`config.mk`:
```
export PLATFORM = sky130hd
export DESIGN_NAME = dual_backend
export DESIGN_NICKNAME = d
export VERILOG_FILES = /design/src/common/backend_pkg.sv /design/src/common/fwd_if.sv /design/src/source/dual_backend.sv /design/src/source/mem_stage.sv /design/src/execute/branch_unit.sv /design/src/execute/int_alu.sv /design/src/execute/operand_forward.sv /design/src/source/stage_reg.sv
export VERILOG_INCLUDE_DIRS = /design/src /design/src/common
export SDC_FILE = /design/constraint.sdc
export NUM_CORES = 2
export LEC_CHECK = 0
export ABC_AREA = 1
export BUFFER_PORTS_ARGS = -buffer_cell sky130_fd_sc_hd__buf_2
export CORE_MARGIN = 3
export CORE_UTILIZATION = 35
export CTS_BUF_LIST = sky130_fd_sc_hd__clkbuf_4 sky130_fd_sc_hd__clkbuf_8 sky130_fd_sc_hd__clkbuf_16
export CTS_CLUSTER_DIAMETER = 200
export CTS_CLUSTER_SIZE = 20
export DETAILED_ROUTE_END_ITERATION = 8
export SLEW_MARGIN = 20
export SYNTH_ARGS = -nofsm -noshare
export SYNTH_HDL_FRONTEND = slang
export SYNTH_SLANG_ARGS = --single-unit
```
`constraint.sdc`:
```
create_clock -name clk -period 6.4 [get_ports clk]
set_clock_uncertainty 0.2 [all_clocks]
set_input_delay 0 -clock clk [delete_from_list [all_inputs] [get_ports clk]]
set_output_delay 0 -clock clk [all_outputs]
set_load 0.02 [all_outputs]
```
`src/common/backend_params.svh`:
```
`ifndef BACKEND_PARAMS_SVH
`define BACKEND_PARAMS_SVH

// datapath and pc width
`define XLEN 32

// register file address width, 32 gprs
`define REG_AW 5

`endif
```
`src/common/backend_pkg.sv`:
```
package backend_pkg;
`include "backend_params.svh"

    // alu operation, one-hot
    typedef enum logic [11:0] {
        ALU_ADD   = 12'h001,
        ALU_SUB   = 12'h002,
        ALU_SLT   = 12'h004,
        ALU_SLTU  = 12'h008,
        ALU_AND   = 12'h010,
        ALU_OR    = 12'h020,
        ALU_NOR   = 12'h040,
        ALU_XOR   = 12'h080,
        ALU_SLL   = 12'h100,
        ALU_SRL   = 12'h200,
        ALU_SRA   = 12'h400,
        ALU_LU12I = 12'h800   // imm comes in already shifted
    } alu_op_e;

    // operand select, one-hot
    // middle bit picks pc for operand 1, imm for operand 2
    typedef enum logic [2:0] {
        SRC_REG    = 3'b001,
        SRC_PC_IMM = 3'b010,
        SRC_FOUR   = 3'b100   // operand 2 only, link address
    } src_sel_e;

    typedef enum logic [3:0] {
        BR_NONE = 4'd0,
        BR_BEQ  = 4'd1,
        BR_BNE  = 4'd2,
        BR_BLT  = 4'd3,
        BR_BGE  = 4'd4,
        BR_BLTU = 4'd5,
        BR_BGEU = 4'd6,
        BR_B    = 4'd7,       // pc relative, always taken
        BR_JIRL = 4'd8        // rs1 + imm
    } br_type_e;

    // 000 doubles as "no access", so the two slots add up to the active type
    typedef enum logic [2:0] {
        MT_LD_W  = 3'b000,
        MT_ST_W  = 3'b001,
        MT_LD_B  = 3'b010,
        MT_LD_H  = 3'b011,
        MT_LD_BU = 3'b100,
        MT_LD_HU = 3'b101,
        MT_ST_B  = 3'b110,
        MT_ST_H  = 3'b111
    } mem_type_e;

    typedef enum logic [1:0] {
        WB_ALU  = 2'b01,
        WB_LOAD = 2'b10
    } wb_sel_e;

    typedef struct packed {
        logic               we;
        logic [`REG_AW-1:0] waddr;
        logic [`XLEN-1:0]   wdata;
    } wb_lane_t;

    typedef struct packed {
        wb_lane_t  lane_a;    // wdata holds the alu result
        wb_lane_t  lane_b;
        mem_type_e ld_type;   // only slot b loads
        logic [1:0] addr_lo;  // byte offset of the load
        wb_sel_e   wb_sel_b;
    } ex_mem_t;

    typedef struct packed {
        wb_lane_t wb_a;
        wb_lane_t wb_b;
    } mem_wb_t;

endpackage

```
`src/common/fwd_if.sv`:
```
`timescale 1ns/100ps

interface fwd_if;
    import backend_pkg::*;

    wb_lane_t mem_a;  // lanes leaving the mem stage
    wb_lane_t mem_b;
    wb_lane_t wb_a;   // registered wb lanes
    wb_lane_t wb_b;

    // mem stage and wb register side
    modport source (output mem_a, output mem_b, output wb_a, output wb_b);

    // ex bypass side
    modport sink (input mem_a, input mem_b, input wb_a, input wb_b);

endinterface

```
`src/source/dual_backend.sv`:
```
`timescale 1ns/100ps
`include "backend_params.svh"

module dual_backend (
    input  logic               clk,
    input  logic               reset,
    // ex stage, both slots
    input  logic [`XLEN-1:0]   EX_pc_a, EX_pc_b,
    input  logic [`XLEN-1:0]   EX_rf_rdata_a1, EX_rf_rdata_a2,
    input  logic [`XLEN-1:0]   EX_rf_rdata_b1, EX_rf_rdata_b2,
    input  logic [`XLEN-1:0]   EX_imm_a, EX_imm_b,
    input  logic [`REG_AW-1:0] EX_rf_raddr_a1, EX_rf_raddr_a2,
    input  logic [`REG_AW-1:0] EX_rf_raddr_b1, EX_rf_raddr_b2,
    input  logic [2:0]         EX_alu_src_sel_a1, EX_alu_src_sel_a2,  // one-hot
    input  logic [2:0]         EX_alu_src_sel_b1, EX_alu_src_sel_b2,
    input  logic [11:0]        EX_alu_op_a, EX_alu_op_b,
    input  logic [3:0]         EX_br_type_a, EX_br_type_b,
    input  logic               EX_br_pd_a, EX_br_pd_b,  // predicted taken
    input  logic               EX_rf_we_a, EX_rf_we_b,
    input  logic [`REG_AW-1:0] EX_rf_waddr_a, EX_rf_waddr_b,
    input  logic               EX_mem_we_a, EX_mem_we_b,
    input  logic [2:0]         EX_mem_type_a, EX_mem_type_b,
    input  logic [1:0]         EX_wb_mux_select_b,  // alu or load
    // regfile write ports
    output logic               WB_rf_we_a, WB_rf_we_b,
    output logic [`REG_AW-1:0] WB_rf_waddr_a, WB_rf_waddr_b,
    output logic [`XLEN-1:0]   WB_rf_wdata_a, WB_rf_wdata_b,
    // to the front end
    output logic               br,
    output logic [`XLEN-1:0]   pc_br,
    output logic               stall,  // hold the ex inputs
    // data cache
    output logic               mem_rvalid, mem_wvalid,
    output logic [`XLEN-1:0]   mem_addr,
    output logic [2:0]         mem_type,
    output logic [`XLEN-1:0]   mem_wdata,
    input  logic               mem_rready, mem_wready,
    input  logic [`XLEN-1:0]   mem_rdata
);
    import backend_pkg::*;

    logic [`XLEN-1:0] opnd_a1, opnd_a2, opnd_b1, opnd_b2;  // bypassed operands
    logic [`XLEN-1:0] alu_res_a, alu_res_b;
    logic             kill_b;
    ex_mem_t          ex_pkt, mem_pkt;
    mem_wb_t          wb_pkt, wb_q;

    fwd_if fwd_bus ();

    assign fwd_bus.wb_a = wb_q.wb_a;
    assign fwd_bus.wb_b = wb_q.wb_b;

    operand_forward u_fwd (
        .rdata_a1(EX_rf_rdata_a1), .rdata_a2(EX_rf_rdata_a2),
        .rdata_b1(EX_rf_rdata_b1), .rdata_b2(EX_rf_rdata_b2),
        .raddr_a1(EX_rf_raddr_a1), .raddr_a2(EX_rf_raddr_a2),
        .raddr_b1(EX_rf_raddr_b1), .raddr_b2(EX_rf_raddr_b2),
        .fwd(fwd_bus.sink),
        .fwd_a1(opnd_a1), .fwd_a2(opnd_a2), .fwd_b1(opnd_b1), .fwd_b2(opnd_b2)
    );

    int_alu u_alu_a (
        .pc(EX_pc_a), .rdata1(opnd_a1), .rdata2(opnd_a2), .imm(EX_imm_a),
        .src_sel1(src_sel_e'(EX_alu_src_sel_a1)), .src_sel2(src_sel_e'(EX_alu_src_sel_a2)),
        .alu_op(alu_op_e'(EX_alu_op_a)), .result(alu_res_a)
    );

    int_alu u_alu_b (
        .pc(EX_pc_b), .rdata1(opnd_b1), .rdata2(opnd_b2), .imm(EX_imm_b),
        .src_sel1(src_sel_e'(EX_alu_src_sel_b1)), .src_sel2(src_sel_e'(EX_alu_src_sel_b2)),
        .alu_op(alu_op_e'(EX_alu_op_b)), .result(alu_res_b)
    );

    branch_unit u_br (
        .clk, .reset, .stall,
        .pc_a(EX_pc_a), .pc_b(EX_pc_b),
        .rdata_a1(opnd_a1), .rdata_a2(opnd_a2), .rdata_b1(opnd_b1), .rdata_b2(opnd_b2),
        .imm_a(EX_imm_a), .imm_b(EX_imm_b),
        .br_type_a(br_type_e'(EX_br_type_a)), .br_type_b(br_type_e'(EX_br_type_b)),
        .br_pd_a(EX_br_pd_a), .br_pd_b(EX_br_pd_b),
        .kill_b, .br, .pc_br
    );

    mem_stage u_mem (
        .alu_result_a(alu_res_a), .alu_result_b(alu_res_b),
        .rf_we_a(EX_rf_we_a), .rf_we_b(EX_rf_we_b),
        .rf_waddr_a(EX_rf_waddr_a), .rf_waddr_b(EX_rf_waddr_b),
        .mem_we_a(EX_mem_we_a), .mem_we_b(EX_mem_we_b),
        .mem_type_a(mem_type_e'(EX_mem_type_a)), .mem_type_b(mem_type_e'(EX_mem_type_b)),
        .wb_sel_b(wb_sel_e'(EX_wb_mux_select_b)),
        .rdata_a2(opnd_a2), .rdata_b2(opnd_b2), .kill_b,
        .ex_pkt, .mem_rvalid, .mem_wvalid, .mem_addr, .mem_type(mem_type), .mem_wdata,
        .stall, .mem_pkt, .mem_rdata, .mem_rready, .mem_wready, .wb_pkt,
        .fwd(fwd_bus.source)
    );

    // ex/mem freezes while the cache is busy
    stage_reg #(.payload_t(ex_mem_t)) u_ex_mem (
        .clk, .reset, .hold(stall), .bubble(1'b0), .d(ex_pkt), .q(mem_pkt)
    );

    // mem/wb takes a bubble instead, so no write repeats
    stage_reg #(.payload_t(mem_wb_t)) u_mem_wb (
        .clk, .reset, .hold(1'b0), .bubble(stall), .d(wb_pkt), .q(wb_q)
    );

    assign WB_rf_we_a    = wb_q.wb_a.we;
    assign WB_rf_we_b    = wb_q.wb_b.we;
    assign WB_rf_waddr_a = wb_q.wb_a.waddr;
    assign WB_rf_waddr_b = wb_q.wb_b.waddr;
    assign WB_rf_wdata_a = wb_q.wb_a.wdata;
    assign WB_rf_wdata_b = wb_q.wb_b.wdata;

endmodule

```
`src/source/mem_stage.sv`:
```
`timescale 1ns/100ps
`include "backend_params.svh"

module mem_stage (
    input  logic [`XLEN-1:0]       alu_result_a,
    input  logic [`XLEN-1:0]       alu_result_b,
    input  logic                   rf_we_a,
    input  logic                   rf_we_b,
    input  logic [`REG_AW-1:0]     rf_waddr_a,
    input  logic [`REG_AW-1:0]     rf_waddr_b,
    input  logic                   mem_we_a,
    input  logic                   mem_we_b,
    input  backend_pkg::mem_type_e mem_type_a,
    input  backend_pkg::mem_type_e mem_type_b,
    input  backend_pkg::wb_sel_e   wb_sel_b,
    input  logic [`XLEN-1:0]       rdata_a2,   // store data, bypassed
    input  logic [`XLEN-1:0]       rdata_b2,
    input  logic                   kill_b,
    output backend_pkg::ex_mem_t   ex_pkt,
    output logic                   mem_rvalid,
    output logic                   mem_wvalid,
    output logic [`XLEN-1:0]       mem_addr,
    output backend_pkg::mem_type_e mem_type,
    output logic [`XLEN-1:0]       mem_wdata,
    output logic                   stall,
    input  backend_pkg::ex_mem_t   mem_pkt,
    input  logic [`XLEN-1:0]       mem_rdata,
    input  logic                   mem_rready,
    input  logic                   mem_wready,
    output backend_pkg::mem_wb_t   wb_pkt,
    fwd_if.source                  fwd
);
    import backend_pkg::*;

    logic             a_is_mem;
    logic [`XLEN-1:0] byte_shift;  // addressed byte moved to the bottom
    logic [15:0]      ld_half;
    logic [`XLEN-1:0] ld_data;

    // ex side, request goes out combinationally
    assign a_is_mem   = mem_type_a != MT_LD_W;  // a never loads, nonzero means a store
    assign mem_addr   = a_is_mem ? alu_result_a : alu_result_b;
    assign mem_wdata  = a_is_mem ? rdata_a2 : rdata_b2;
    assign mem_type   = mem_type_e'(mem_type_a + mem_type_b);  // one slot at most
    assign mem_wvalid = mem_we_a | (mem_we_b & ~kill_b);
    assign mem_rvalid = wb_sel_b == WB_LOAD;
    assign stall      = ~(mem_rready | mem_wready);  // both low while cache busy

    assign ex_pkt.lane_a   = '{we: rf_we_a, waddr: rf_waddr_a, wdata: alu_result_a};
    assign ex_pkt.lane_b   = '{we: rf_we_b & ~kill_b, waddr: rf_waddr_b, wdata: alu_result_b};
    assign ex_pkt.ld_type  = mem_type_b;
    assign ex_pkt.addr_lo  = alu_result_b[1:0];
    assign ex_pkt.wb_sel_b = wb_sel_b;

    // mem side, little-endian extract
    assign byte_shift = mem_rdata >> {mem_pkt.addr_lo, 3'b000};
    assign ld_half    = mem_pkt.addr_lo[1] ? mem_rdata[31:16] : mem_rdata[15:0];

    always_comb begin
        case (mem_pkt.ld_type)
            MT_LD_B:  ld_data = {{(`XLEN-8){byte_shift[7]}}, byte_shift[7:0]};
            MT_LD_H:  ld_data = {{(`XLEN-16){ld_half[15]}}, ld_half};
            MT_LD_BU: ld_data = {{(`XLEN-8){1'b0}}, byte_shift[7:0]};
            MT_LD_HU: ld_data = {{(`XLEN-16){1'b0}}, ld_half};
            default:  ld_data = mem_rdata;  // ld.w
        endcase
    end

    assign wb_pkt.wb_a = mem_pkt.lane_a;
    assign wb_pkt.wb_b = '{we:    mem_pkt.lane_b.we,
                           waddr: mem_pkt.lane_b.waddr,
                           wdata: (mem_pkt.wb_sel_b == WB_LOAD) ? ld_data
                                                                : mem_pkt.lane_b.wdata};

    // mem lanes bypass with the final write data, load result included
    assign fwd.mem_a = wb_pkt.wb_a;
    assign fwd.mem_b = wb_pkt.wb_b;

endmodule

```
`src/execute/branch_unit.sv`:
```
`timescale 1ns/100ps
`include "backend_params.svh"

module branch_unit (
    input  logic                  clk,
    input  logic                  reset,
    input  logic                  stall,
    input  logic [`XLEN-1:0]      pc_a,
    input  logic [`XLEN-1:0]      pc_b,
    input  logic [`XLEN-1:0]      rdata_a1,
    input  logic [`XLEN-1:0]      rdata_a2,
    input  logic [`XLEN-1:0]      rdata_b1,
    input  logic [`XLEN-1:0]      rdata_b2,
    input  logic [`XLEN-1:0]      imm_a,
    input  logic [`XLEN-1:0]      imm_b,
    input  backend_pkg::br_type_e br_type_a,
    input  backend_pkg::br_type_e br_type_b,
    input  logic                  br_pd_a,  // 1 = predicted taken
    input  logic                  br_pd_b,
    output logic                  kill_b,
    output logic                  br,
    output logic [`XLEN-1:0]      pc_br
);
    import backend_pkg::*;

    logic             taken_a;
    logic             taken_b;
    logic             mis_a;
    logic             mis_b;
    logic [`XLEN-1:0] tgt_a;
    logic [`XLEN-1:0] tgt_b;
    logic             stall_q;  // stall seen last cycle

    function automatic logic taken_of(
        input br_type_e         t,
        input logic [`XLEN-1:0] rs1,
        input logic [`XLEN-1:0] rs2
    );
        case (t)
            BR_BEQ:        return rs1 == rs2;
            BR_BNE:        return rs1 != rs2;
            BR_BLT:        return $signed(rs1) < $signed(rs2);
            BR_BGE:        return $signed(rs1) >= $signed(rs2);
            BR_BLTU:       return rs1 < rs2;
            BR_BGEU:       return rs1 >= rs2;
            BR_B, BR_JIRL: return 1'b1;
            default:       return 1'b0;  // not a branch
        endcase
    endfunction

    // corrected pc, fall-through when not taken
    function automatic logic [`XLEN-1:0] target_of(
        input br_type_e         t,
        input logic             taken,
        input logic [`XLEN-1:0] pc,
        input logic [`XLEN-1:0] rs1,
        input logic [`XLEN-1:0] imm
    );
        if (!taken) begin
            return pc + 4;
        end
        return (t == BR_JIRL) ? rs1 + imm : pc + imm;
    endfunction

    assign taken_a = taken_of(br_type_a, rdata_a1, rdata_a2);
    assign taken_b = taken_of(br_type_b, rdata_b1, rdata_b2);
    assign mis_a   = taken_a != br_pd_a;
    assign mis_b   = taken_b != br_pd_b;
    assign tgt_a   = target_of(br_type_a, taken_a, pc_a, rdata_a1, imm_a);
    assign tgt_b   = target_of(br_type_b, taken_b, pc_b, rdata_b1, imm_b);

    always_ff @(posedge clk) begin
        if (reset) begin
            stall_q <= 1'b0;
        end else begin
            stall_q <= stall;
        end
    end

    assign kill_b = mis_a;  // b sits on the wrong path
    // a held pair only reports on its first cycle
    assign br     = (mis_a | mis_b) & ~stall_q;
    assign pc_br  = mis_a ? tgt_a : tgt_b;  // older slot first

endmodule

```
`src/execute/int_alu.sv`:
```
`timescale 1ns/100ps
`include "backend_params.svh"

module int_alu (
    input  logic [`XLEN-1:0]      pc,
    input  logic [`XLEN-1:0]      rdata1,  // already bypassed
    input  logic [`XLEN-1:0]      rdata2,
    input  logic [`XLEN-1:0]      imm,
    input  backend_pkg::src_sel_e src_sel1,
    input  backend_pkg::src_sel_e src_sel2,
    input  backend_pkg::alu_op_e  alu_op,
    output logic [`XLEN-1:0]      result
);
    import backend_pkg::*;

    logic [`XLEN-1:0] op1;
    logic [`XLEN-1:0] op2;
    logic [4:0]       shamt;  // low five bits only

    always_comb begin
        case (src_sel1)
            SRC_PC_IMM: op1 = pc;       // pcaddu12i, bl link
            default:    op1 = rdata1;
        endcase
        case (src_sel2)
            SRC_PC_IMM: op2 = imm;
            SRC_FOUR:   op2 = 4;        // return address pc+4
            default:    op2 = rdata2;
        endcase
    end

    assign shamt = op2[4:0];

    always_comb begin
        case (alu_op)
            ALU_ADD:   result = op1 + op2;
            ALU_SUB:   result = op1 - op2;
            ALU_SLT:   result = {{(`XLEN-1){1'b0}}, $signed(op1) < $signed(op2)};
            ALU_SLTU:  result = {{(`XLEN-1){1'b0}}, op1 < op2};
            ALU_AND:   result = op1 & op2;
            ALU_OR:    result = op1 | op2;
            ALU_NOR:   result = ~(op1 | op2);
            ALU_XOR:   result = op1 ^ op2;
            ALU_SLL:   result = op1 << shamt;
            ALU_SRL:   result = op1 >> shamt;
            ALU_SRA:   result = $signed(op1) >>> shamt;  // keeps the sign
            ALU_LU12I: result = op2;  // decode did the shift
            default:   result = '0;   // no op selected
        endcase
    end

endmodule

```
`src/execute/operand_forward.sv`:
```
`timescale 1ns/100ps
`include "backend_params.svh"

module operand_forward (
    input  logic [`XLEN-1:0]   rdata_a1,
    input  logic [`XLEN-1:0]   rdata_a2,
    input  logic [`XLEN-1:0]   rdata_b1,
    input  logic [`XLEN-1:0]   rdata_b2,
    input  logic [`REG_AW-1:0] raddr_a1,
    input  logic [`REG_AW-1:0] raddr_a2,
    input  logic [`REG_AW-1:0] raddr_b1,
    input  logic [`REG_AW-1:0] raddr_b2,
    fwd_if.sink                fwd,
    output logic [`XLEN-1:0]   fwd_a1,
    output logic [`XLEN-1:0]   fwd_a2,
    output logic [`XLEN-1:0]   fwd_b1,
    output logic [`XLEN-1:0]   fwd_b2
);
    import backend_pkg::*;

    wb_lane_t lanes [4];  // index 0 is the youngest producer

    // walk oldest to youngest so the youngest match is left standing
    function automatic logic [`XLEN-1:0] bypass(
        input logic [`REG_AW-1:0] raddr,
        input logic [`XLEN-1:0]   rdata,
        input wb_lane_t           lane [4]
    );
        logic [`XLEN-1:0] val;
        val = rdata;  // regfile value if nothing in flight
        for (int i = 3; i >= 0; i--) begin
            if (lane[i].we && lane[i].waddr == raddr && raddr != '0) begin
                val = lane[i].wdata;  // r0 is never bypassed
            end
        end
        return val;
    endfunction

    assign lanes[0] = fwd.mem_b;  // b is younger than a in the same pair
    assign lanes[1] = fwd.mem_a;
    assign lanes[2] = fwd.wb_b;
    assign lanes[3] = fwd.wb_a;

    assign fwd_a1 = bypass(raddr_a1, rdata_a1, lanes);
    assign fwd_a2 = bypass(raddr_a2, rdata_a2, lanes);
    assign fwd_b1 = bypass(raddr_b1, rdata_b1, lanes);
    assign fwd_b2 = bypass(raddr_b2, rdata_b2, lanes);

endmodule

```
`src/source/stage_reg.sv`:
```
`timescale 1ns/100ps

module stage_reg #(
    parameter type payload_t = logic
) (
    input  logic     clk,
    input  logic     reset,
    input  logic     hold,    // keep current contents
    input  logic     bubble,  // load an empty slot, wins over hold
    input  payload_t d,
    output payload_t q
);

    always_ff @(posedge clk) begin
        if (reset || bubble) begin
            q <= '0;
        end else if (!hold) begin
            q <= d;
        end
    end

endmodule

```
Word-level counts from Yosys, hierarchy flattened
Cells that the tools add are included.

Add/sub/neg operators: 11. Order comparisons: 12. Equal/unequal tests: 74. Shift operators: 7. Mux-type cells: 34. Bitwise gates (word level): 17. Reduce and logical (&&, ||, !) cells: 40.

Operator list (count): $mux W32 (26); $pmux W32 S12 (2); $lt A32 B32 Y1 (8); $add A32 B32 Y32 (6); $ge A32 B32 Y1 (4); $pmux W32 S2 (2); $pmux W32 S4 (1); $eq A5 B5 Y1 (16); $add A32 B3 Y32 const B (2); $and A32 B32 Y32 (2); $eq A32 B32 Y1 (2); $ne A32 B32 Y1 (2); $not A32 Y32 (2); $or A32 B32 Y32 (2); $shl A32 B5 Y32 (2); $shr A32 B5 Y32 (2); $sshr A32 B5 Y32 (2); $sub A32 B32 Y32 (2); $xor A32 B32 Y32 (2); $eq A4 B3 Y1 const B (8); $logic_and A1 B1 Y1 (32); $shr A32 B5 Y8 (1); $eq A12 B1 Y1 const B (2); $eq A12 B10 Y1 const B (2); other kinds (27) (63).

Register bits after elaboration: 160. Input port bits: 380. Output and inout bits: 179. Word-level logic and storage cells: 211.

Longest topological paths before layout
Word-level depth: 13. Mapped depth: 45. Gate-level depth less buffers: 44.

Worst setup path before layout
OpenSTA, ideal clock, no wires.

Path type: reg-to-reg. Start: register u_mem_wb.q[70] in the netlist's numbering. End: register u_ex_mem.q[72] in the netlist's numbering. Library setup time: 0.113 ns. Arrival: 4.549 ns. Required time: 6.087 ns. Setup slack: 1.538 ns. Stages on the path, launching flop included: 35. Buffers on the path: 3. Clock period less this slack: 4.862 ns. Cells stage by stage: dfxtp_1 -> inv_2 -> nand2_1 -> nand3_2 -> nor2_4 -> nand2_2 -> buf_6 -> buf_2 -> buf_2 -> o21ai_0 -> nand2_1 -> o211ai_1 -> o21ai_0 -> nand2_1 -> o21ai_0 -> o22ai_1 -> ha_1 -> nor2_1 -> nand3_1 -> o21ai_0 -> a21oi_1 -> o21ai_0 -> inv_1 -> o21ai_0 -> nand3_1 -> nand2_1 -> nand3_1 -> nand2_1 -> inv_1 -> o21ai_0 -> a21oi_1 -> o21ai_0 -> nand4_1 -> nand2_1 -> nand2_1.

Longest elaborated chain between the ends: 11. Elaborated cells on any way between the ends: 26. Classes of those cells: add/sub: 2; eq/ne: 2; shift: 3; mux: 11; bitwise: 4; reduce/logical: 4.

Ends and longest elaborated chain: start, declared (line stage_reg.sv:11) `output payload_t q`; start signal, assigned (line stage_reg.sv:16) `q <= '0;`; start signal, assigned (line stage_reg.sv:18) `q <= d;`; branches (longest 10 deep; another with $sub A32 B32 Y32); $pmux W32 S12 (*) (line int_alu.sv:35) `case (alu_op)`; end signal, assigned (line stage_reg.sv:16); end signal, assigned (line stage_reg.sv:18); end, declared (line stage_reg.sv:11).

Every way passes the cells marked *. A chain may end at the register's enable or synchronous reset.

Final worst setup path
Start: register u_mem_wb.q[73] in the netlist's numbering. End: output port mem_addr[29].

Longest elaborated chain between the ends: 12. Elaborated cells on any way between the ends: 53. Classes of those cells: add/sub: 4; eq/ne: 4; shift: 6; mux: 23; bitwise: 8; reduce/logical: 8.

Ends and longest elaborated chain: branches (longest 11 deep; another with $sub A32 B32 Y32); $mux W32 (*) (line mem_stage.sv:42) `assign mem_addr = a_is_mem ? alu_result_a : alu_result_b;`; end, declared (line dual_backend.sv:34) `` output logic [`XLEN-1:0] mem_addr, ``.

Marked as above.

==> results_dict.tcl <==
set metrics [dict create \
    cts_tree "built" \
    place_congestion 1.14 \
    syn_to_final_growth_pct 25.7 \
    rsz0062_at_grt "yes" \
    die_h_microns 351 \
    ir_worst_vdd_mv 0.191 \
    synth_compound_area_share_pct 22.1 \
    post_drt_via_cell_ratio 6.12 \
    critical_path_required_ns 6.20 \
    syn_avg_cell_area_sq_um 5.38 \
    postSynthCellCount 7736 \
    yosys.area_share.simple_pct 43.9 \
    ys.flop_type "dfxtp_1" \
    grt_pass1_vias 55900 \
    worst_setup_path_start_kind "register" \
    tightest_slew_ns 1.35 \
    synthAdderAreaFrac_pct 9.98 \
    maxCapViolCount 0 \
    total_leakage_power_nw 27.4 \
    fp.coreArea_sq_um 117000 \
    ys_ff_latch 158 \
    path_class "reg2out" \
    slew_headroom_pct 8.84 \
    clkLatencyLatePin_ns 0.47 \
    synth-seq-area-share_pct 7.60 \
    path_max_fanout 17 \
    drc_errors 2 \
    synth_nets 8444 \
    gr-total-overflow 0 \
    hold_viol_final 0 \
    finalCriticalPeriod_ns 6.48 \
    fmax_mhz 154 \
    arrival_ns 6.28 \
    top_usage_layer "met2" \
    grt_start_max_net_pins 80 \
    cts_inserted_buffers 17 \
    fin_ws_ns -0.0835 \
    drv_slew 0 \
    grt_pass1_wl_microns 423000 \
    final_area_sq_um 52300 \
    place_area_sq_um 50200 \
    clockRootBuffer "clkbuf_16" \
    utilization_pct 44.7 \
    gr-usage-met3_pct 18.3 \
    cts.sinks 158 \
    rows 125 \
    boundaryPins 559 \
    clk_pin_slew_ns 0.08 \
    status "complete, but fails checks" \
    yosysUniqueCellTypes 77 \
    yosysWarningCount 0 \
    antenna_found_initial 30 \
    slowest_stage "o211ai_1" \
    hp-class "in2reg" \
    critPathCaptureType "output pin" \
    synth_edf_count 0 \
    portBuffers 558 \
    violations "DRC, setup timing" \
    cpPeakStageDelay_ns 0.59 \
    drtIter0Drc 10300 \
    drt_first_pass_iters 9 \
    synth_top_family_by_area "simple AND/OR/NAND/NOR gates" \
    grt_util_met2_pct 64.8 \
    syn_area_sq_um 41600 \
    dieArea_sq_um 123000 \
    p_per_area_nw_per_um2 148 \
    routedWlPerCell_microns 30.3 \
    synthArstFlopShare_pct 0 \
    final.period_utilization_pct 101 \
    dp_hpwl_microns 260000 \
    track_usage_pct 47.8 \
    met1_usage_pct 64.6 \
    setup_viol 3 \
    vias 62900 \
    die_w_microns 351 \
    cts_buffer_depth 2 \
    ant_nets 0 \
    final_nets 9436 \
    drive_gt1_share_pct 20.9 \
    final_common_cell "nand2_1" \
    htree_levels 4 \
    synth-xor-area-share_pct 3.07 \
    start_util_pct 35.5 \
    drt-total-wl_microns 312000 \
    worst_path_most_repeated_cell "buf_4" \
    synthMuxAreaShare_pct 0.436 \
    layout.cells.most_common_list "nand2_1, nand3_1, inv_1" \
]
-- cells in the mapped netlist, types with 23 or more instances --
cell type  number  share of area, %
o21ai_0       433               5.2
a221oi_1       43              0.90
clkbuf_1      153               1.4
dfxtp_1       158               7.6
buf_2         134               1.6
inv_1         814               7.3
buf_1          24              0.22
or2_2          32              0.48
buf_6          35              0.95
nand3_2        23              0.55
nor4_1         26              0.39
o221ai_1       23              0.48
o21ai_1       144               1.7
o211ai_1      196               3.5
a31oi_1        51              0.77
xnor2_1        32              0.67
nand4_1        78               1.2
ha_1          321               9.6
inv_2          75              0.68
xor2_1        114               2.4
buf_4          32              0.58
nand3_1       926                11
o22ai_1        96               1.4
nand2_1      2509                23
nor3_1         81              0.97
nand2_2        50              0.75
a21oi_1       409               4.9
nor2_1        448               4.0
-- timing repair --
action | in CTS | in global routing
hold buffers | 30 | 0
setup buffers | 5 | 24
setup endpoints to repair | 23 | 62
resized for setup | 60 | 243
gates cloned | 0 | 3
pin swaps | 9 | 61
hold endpoints to repair | 30 | 0
-- cell type report --
| cell class | instances | area [sq um] |
|---|---|---|
| diodes | 15 | 37.5 |
| clock buffers | 18 | 439 |
| flip-flops and latches | 158 | 3180 |
| well taps | 1524 | 1910 |
| clock inverters | 14 | 144 |
| inverters | 905 | 3420 |
| multi-input cells | 6293 | 34000 |
| fillers | 13200 | 64800 |
| repair buffers | 1353 | 9250 |
-- through the flow --
step           total power, mW  setup WS (ns)  std cells  TNS (ns)  hold WS [ns]
6_report                  7.73        -0.0835      10300    -0.121        0.0283
3_3_place_gp              6.23         -0.127      10200    -0.226       0.00285
3_5_place_dp              6.21        -0.0548      10200   -0.0548       0.00329
5_1_grt                   8.05        -0.0602      10300    -0.257        0.0518
4_1_cts                   7.32        0.00388      10200         0        0.0365
2_1_floorplan             3.89           1.54       7736         0        -0.120
-- where the power goes --
group	total [mW]	switching, mW	leakage [nW]	internal [mW]
combinational	5.61	3.78	25.8	1.83
sequential	1.03	0.0289	1.28	1.00
clock	1.09	0.561	0.286	0.532
total	7.73	4.37	27.4	3.37
-- path summary, 6_finish.rpt --
path                  startpoint  slack (ns)             end  depth (start not counted)
hold / removal      mem_rdata[4]        0.03   u_mem_wb.q[4]                          6
hold reg to reg   u_ex_mem.q[17]        0.26  u_ex_mem.q[17]                          2
setup / recovery  u_mem_wb.q[73]       -0.08    mem_addr[29]                         32
setup reg to reg  u_mem_wb.q[73]        0.54  u_ex_mem.q[74]                         31
-- layer usage --
metal / vias up / share of wire [%]
li1: 27800 / -
met1: 29300 / 40
met5: - / 0.089
met4: 26 / 6.7
met3: 845 / 16
met2: 4968 / 38
-- logic make-up (layout without fill, tap and decap cells) --
kind of cell	Yosys count	in the layout
other cells	0	15
mux	18	18
flops	158	158
buf+inv	1285	2290
compound gates	1547	1547
xor+xnor	146	146
fa+ha+maj	328	328
simple gates	4254	4254
-- registers in the layout (all words and copies together) (netlist names) --
register	count
u_br.stall_q	1
u_ex_mem.q	81
u_mem_wb.q	76
-- worst max-delay path, delay by kind of cell, from the launching register on --
kind / cells / cell delay [ns]
flops: 1 / 0.40
simple gates: 11 / 1.78
fa+ha+maj: 1 / 0.32
buf+inv: 12 / 1.82
compound gates: 8 / 1.51
No activity file was read; power rests on OpenSTA's default activity.
